[config.mk]
export PLATFORM = sky130hd
export DESIGN_NAME = dct_1d
export DESIGN_NICKNAME = d
export VERILOG_FILES = /design/src/logic/dct_pkg.sv /design/src/logic/dct_1d.sv
export VERILOG_INCLUDE_DIRS = /design/src /design/src/logic
export SDC_FILE = /design/constraint.sdc
export NUM_CORES = 2
export LEC_CHECK = 0
export BUFFER_PORTS_ARGS = -buffer_cell sky130_fd_sc_hd__buf_2
export CAP_MARGIN = 25
export CORE_MARGIN = 2
export CORE_UTILIZATION = 40
export DETAILED_ROUTE_END_ITERATION = 10
export SLEW_MARGIN = 10
export SYNTH_ARGS = -nofsm -noshare
export SYNTH_HDL_FRONTEND = slang
export SYNTH_SLANG_ARGS = --single-unit
[constraint.sdc]
create_clock -name clk -period 7.58 [get_ports clk]
set_input_delay 0.758 -clock clk [delete_from_list [all_inputs] [get_ports clk]]
set_output_delay 0.758 -clock clk [all_outputs]
set_load 0.05 [all_outputs]
[src/logic/dct_settings.svh]
/* DCT block sizes and word widths
   Shared by the package and every RTL module */
`ifndef DCT_SETTINGS_SVH
`define DCT_SETTINGS_SVH

// Block geometry
`define DCT_N     8    // Points per transform, rows per block

// Word widths
`define DCT_DW    8    // Input sample, level shifted
`define DCT_CW    11   // Coefficient after the row pass
`define DCT_QW    12   // Coefficient after the column pass

// Cosine table scaling
`define DCT_FRAC  6    // Fraction bits of the integer cosine weights

`endif

[src/logic/dct_pkg.sv]
/* DCT package
   Sample and coefficient types, integer cosine table, JPEG zigzag order */
`default_nettype none
`include "dct_settings.svh"

package dct_pkg;

    // ------------------------------
    // Data types
    // ------------------------------
    typedef logic signed [`DCT_DW-1:0] sample_t;   // Level-shifted input, -128..127
    typedef logic signed [`DCT_CW-1:0] coef1_t;    // Row pass result
    typedef logic signed [`DCT_QW-1:0] coef_t;     // Final coefficient
    typedef logic [2:0]                row_idx_t;  // Row or column in a block
    typedef logic [4:0]                pair_idx_t; // Output pair in a block

    // ------------------------------
    // Cosine weights
    // ------------------------------
    // Row k, column n: round(64 * c(k) * cos((2n+1)k*pi/16))
    // c(0) = 1/(2*sqrt(2)), c(k>0) = 1/2
    localparam logic signed [7:0] dct_cos [0:7][0:7] = '{
        '{ 23,  23,  23,  23,  23,  23,  23,  23},  // DC
        '{ 31,  27,  18,   6,  -6, -18, -27, -31},
        '{ 30,  12, -12, -30, -30, -12,  12,  30},
        '{ 27,  -6, -31, -18,  18,  31,   6, -27},
        '{ 23, -23, -23,  23,  23, -23, -23,  23},
        '{ 18, -31,   6,  27, -27,  -6,  31, -18},
        '{ 12, -30,  30, -12, -12,  30, -30,  12},
        '{  6, -18,  27, -31,  31, -27,  18,  -6}   // Highest frequency
    };

    // ------------------------------
    // Zigzag scan
    // ------------------------------
    // Entry i is the raster position (row*8 + column) of zigzag position i
    // Row is vertical frequency, column horizontal
    localparam logic [5:0] zz_order [0:63] = '{
         0,  1,  8, 16,  9,  2,  3, 10,
        17, 24, 32, 25, 18, 11,  4,  5,
        12, 19, 26, 33, 40, 48, 41, 34,
        27, 20, 13,  6,  7, 14, 21, 28,
        35, 42, 49, 56, 57, 50, 43, 36,
        29, 22, 15, 23, 30, 37, 44, 51,
        58, 59, 52, 45, 38, 31, 39, 46,
        53, 60, 61, 54, 47, 55, 62, 63
    };

endpackage

`default_nettype wire

[src/logic/dct_1d.sv]
/* 8-point 1-D DCT
   Direct sums of products against the cosine table, rounded and saturated,
   registered with the row count behind a valid/hold handshake */
`default_nettype none
`include "dct_settings.svh"

module dct_1d #(
    parameter int IW = `DCT_DW,   // Input width
    parameter int OW = `DCT_CW    // Output width
) (
    input  wire                       clk,
    input  wire                       rst_n,
    input  wire logic signed [IW-1:0] di [`DCT_N-1:0],
    input  wire                       di_valid,
    output logic                      di_hold,
    input  wire dct_pkg::row_idx_t    di_cnt,
    output logic signed [OW-1:0]      q [`DCT_N-1:0],
    output logic                      q_valid,
    input  wire                       q_hold,
    output dct_pkg::row_idx_t         q_cnt
);
    import dct_pkg::*;

    localparam int SW = IW + 11;  // Eight products of IW x 8 bits
    localparam logic signed [SW-1:0] SAT_HI = SW'(2 ** (OW - 1) - 1);
    localparam logic signed [SW-1:0] SAT_LO = ~SAT_HI;                // -2^(OW-1)
    localparam logic signed [SW-1:0] RND    = SW'(1 << (`DCT_FRAC - 1)); // Half LSB

    logic signed [SW-1:0] acc [`DCT_N-1:0];   // Raw sums
    logic signed [SW-1:0] rnd [`DCT_N-1:0];   // Rounded, scaled back
    logic signed [OW-1:0] sat [`DCT_N-1:0];   // Clipped to output width
    logic                 load;

    // ------------------------------
    // Datapath
    // ------------------------------
    always_comb begin
        for (int k = 0; k < `DCT_N; k++) begin
            acc[k] = '0;
            for (int n = 0; n < `DCT_N; n++) begin
                acc[k] = acc[k] + SW'(dct_cos[k][n]) * SW'(di[n]);  // Sign extended
            end
        end
    end

    always_comb begin
        for (int k = 0; k < `DCT_N; k++) begin
            rnd[k] = (acc[k] + RND) >>> `DCT_FRAC;  // Round half up
            if (rnd[k] > SAT_HI) begin
                sat[k] = OW'(SAT_HI);
            end else if (rnd[k] < SAT_LO) begin
                sat[k] = OW'(SAT_LO);
            end else begin
                sat[k] = OW'(rnd[k]);
            end
        end
    end

    // ------------------------------
    // Output register
    // ------------------------------
    assign di_hold = q_valid && q_hold;   // Full and not drained
    assign load    = di_valid && !di_hold;

    always_ff @(posedge clk or negedge rst_n) begin
        if (!rst_n) begin
            q_valid <= 1'b0;
            q_cnt   <= '0;
        end else begin
            if (!di_hold) begin
                q_valid <= di_valid;  // Empty or being drained
            end
            if (load) begin
                q_cnt <= di_cnt;
            end
        end
    end

    always_ff @(posedge clk) begin
        if (load) begin
            q <= sat;
        end
    end

endmodule

`default_nettype wire

==> results.json <==
{
  "synth-main-ff-cell": "edfxtp_1",
  "start_kind": "primary input",
  "synthMuxAreaShare": 0.003013,
  "drcViolationCount": 0,
  "io_buffers": 163,
  "grt-ovfl-total": 0,
  "drt-wirelength-per-cell_um": 26.50,
  "ys_types": 82,
  "status": "complete, but fails checks",
  "rsz0062_at_grt": "yes",
  "yosys-top-cells-count": "inv_1 (1902), fa_1 (1274), ha_1 (1077)",
  "violations": "negative setup slack",
  "dieArea_um2": 149400,
  "yosys.area_share.adder": 0.6658,
  "relSlewSlack": 0.4088,
  "tritoncts": "built",
  "place_hpwl_mm": 222.8,
  "fin_nets": 9900,
  "synth_compound_area_frac": 0.07373,
  "hold_buffers": 0,
  "avgSynthCellArea_um2": 10.16,
  "dp_cells": 9280,
  "setup_viol": 87,
  "ios": 164,
  "crit_required_ns": 7.88,
  "htree_levels": 3,
  "synthArstFlopShare": 0.04348,
  "grt_pass1_vias": 50430,
  "synth-xor-area-share": 0.05892,
  "period_minus_slack_ns": 9.560,
  "ys_warn_count": 0,
  "holdWs_ns": 0.04872,
  "die_h_um": 386.6,
  "ant_nets": 0,
  "yosys.area.top_type_share": 0.4356,
  "drtPass1Iterations": 5,
  "instances_no_fill": 9403,
  "synth.area.top_cells": "fa_1 (44%), ha_1 (23%), inv_1 (12%)",
  "netlist_area_um2": 58550,
  "synthSimpleGateAreaFrac": 0.02821,
  "area_delta_synth_final_pct": 33.25,
  "hold_class": "in -> async",
  "clock_latency_ns": 0.51,
  "num_rows": 140,
  "wirelength_mm": 249.1,
  "finalCritPeriodShare": 1.261,
  "dieWidth_um": 386.6,
  "clkSinkCount": 92,
  "antenna_found_initial": 8,
  "drt_iter0_drc": 3661,
  "cp_slowest_cell": "fa_2",
  "vias_per_cell": 4.915,
  "grtUsageTotal": 0.3415,
  "core_um2": 145600,
  "grt_pass1_wl_mm": 358.7,
  "path_common_cell": "fa_1",
  "path_clk_slew_ns": 0.09,
  "synth_top_family_by_area": "adder cells",
  "crit_type": "in -> reg",
  "tightest_slew_ns": 0.8869,
  "drv_slew": 0,
  "yosysSeqAreaShare": 0.04684,
  "drv_cap": 0,
  "yosysTopAreaCell": "fa_1",
  "slowest_delay_ns": 0.62,
  "numCtsBuffers": 9,
  "clk_path_buf_depth": 2,
  "hold_violations": 0,
  "synth.most_common_cell": "inv_1",
  "num_vias": 46220,
  "clock_skew_ns": 0.01773,
  "syn_inst": 5765,
  "root_buffer": "clkbuf_16",
  "critPathArrivalTime_ns": 9.86,
  "drive_gt1_frac": 0.3042,
  "fin_ws_ns": -1.980,
  "fmax_mhz": 104.6,
  "critPathMaxFanout": 6,
  "grt_max_degree": 48,
  "gp_congestion": 1.087,
  "synth_edf_count": 88,
  "start_util": 0.4022,
  "ys_ff_latch": 92,
  "cp-end-kind": "flop"
}
-- state kept, by name, summed over array words and instances (netlist names) --
signal   flops
q           88
q_cnt        3
q_valid      1
-- final cells by class --
cell class | instances | area [µm²]
timing repair buffer | 1719 | 13450
tap | 1917 | 2399
sequential | 92 | 2743
antenna | 3 | 7.507
clock inverter | 7 | 57.56
clock buffer | 9 | 225.2
inverter | 1905 | 7218
multi-input combinational | 3751 | 51910
fill | 13070 | 67550
-- per-layer routing --
layer	vias up	part of all wire	global-route usage
met3	406	0.065	0.04819
met1	23490	0.42	0.4558
met5	-	0.000044	0
met2	1492	0.44	0.5265
met4	2	0.075	0.2079
li1	20830	-	-
-- layout by cell type (no fill, tap or decap), drive strengths merged, types with 88 or more instances in the layout --
cell type,netlist,layout
a21o,136,136
a21oi,218,218
buf,4,1719
edfxtp,88,88
fa,1274,1274
ha,1077,1077
inv,1903,1892
nor2,109,109
o21ai,106,107
xnor2,282,282
xor2,111,111
-- what timing repair did --
action,4_1_cts,5_1_grt
setup buffers,88,28
resized for setup,438,169
gates cloned,4,0
pin swaps,220,187
setup endpoints to repair,88,88
-- logic make-up (layout without fill, tap and decap cells) --
group | after synthesis | in the layout
other | 2 | 6
AND/OR/NAND/NOR | 340 | 340
XOR/XNOR | 393 | 393
AO/OA/AOI/OAI | 646 | 647
flip-flops | 92 | 92
adder cells (fa/ha/maj) | 2351 | 2351
buffers and inverters | 1924 | 3640
multiplexers | 17 | 17
-- critical path, delay by kind of cell --
kind,cells,cell delay (ns)
compound gates,11,1.94
xor+xnor,1,0.36
fa+ha+maj,13,5.43
buf+inv,10,0.92
simple gates,3,0.46
-- through the flow --
| stage | setup WS [ns] | instance area (µm²) | util | TNS (ns) |
|---|---|---|---|---|
| 5_1_grt | -2.215 | 78020 | 0.5360 | -141.11 |
| 3_5_place_dp | -3.262 | 73890 | 0.5076 | -217.46 |
| 6_report | -1.980 | 78020 | 0.5360 | -123.18 |
| 4_1_cts | -1.907 | 77000 | 0.5290 | -117.56 |
| 2_1_floorplan | -1.764 | 59450 | - | -91.85 |
| 3_3_place_gp | -3.262 | 73890 | 0.5076 | -212.34 |
-- worst paths after layout --
| kind | endpoint | startpoint | slack, ns | cells after the start |
|---|---|---|---|---|
| worst max-delay path | q[8]$_SDFFCE_PN1P_ | di[27] | -1.98 | 38 |
| worst min-delay path | q_valid$_DFFE_PN0N_ | rst_n | 0.05 | 1 |
| worst max register to register | q[83]$_SDFFCE_PN1P_ | q_valid$_DFFE_PN0N_ | 5.73 | 3 |
| worst min register to register | q_cnt[2]$_DFFE_PN0P_ | q_cnt[2]$_DFFE_PN0P_ | 0.52 | 1 |
| max in group asynchronous | q_cnt[0]$_DFFE_PN0P_ | rst_n | 7.42 | 1 |
| min in group clk | q_valid$_DFFE_PN0N_ | di_valid | 0.47 | 2 |
Power is left out: the tool's default activity adds up to more than one toggle a clock period on the data nets, which glitch-free logic cannot reach.
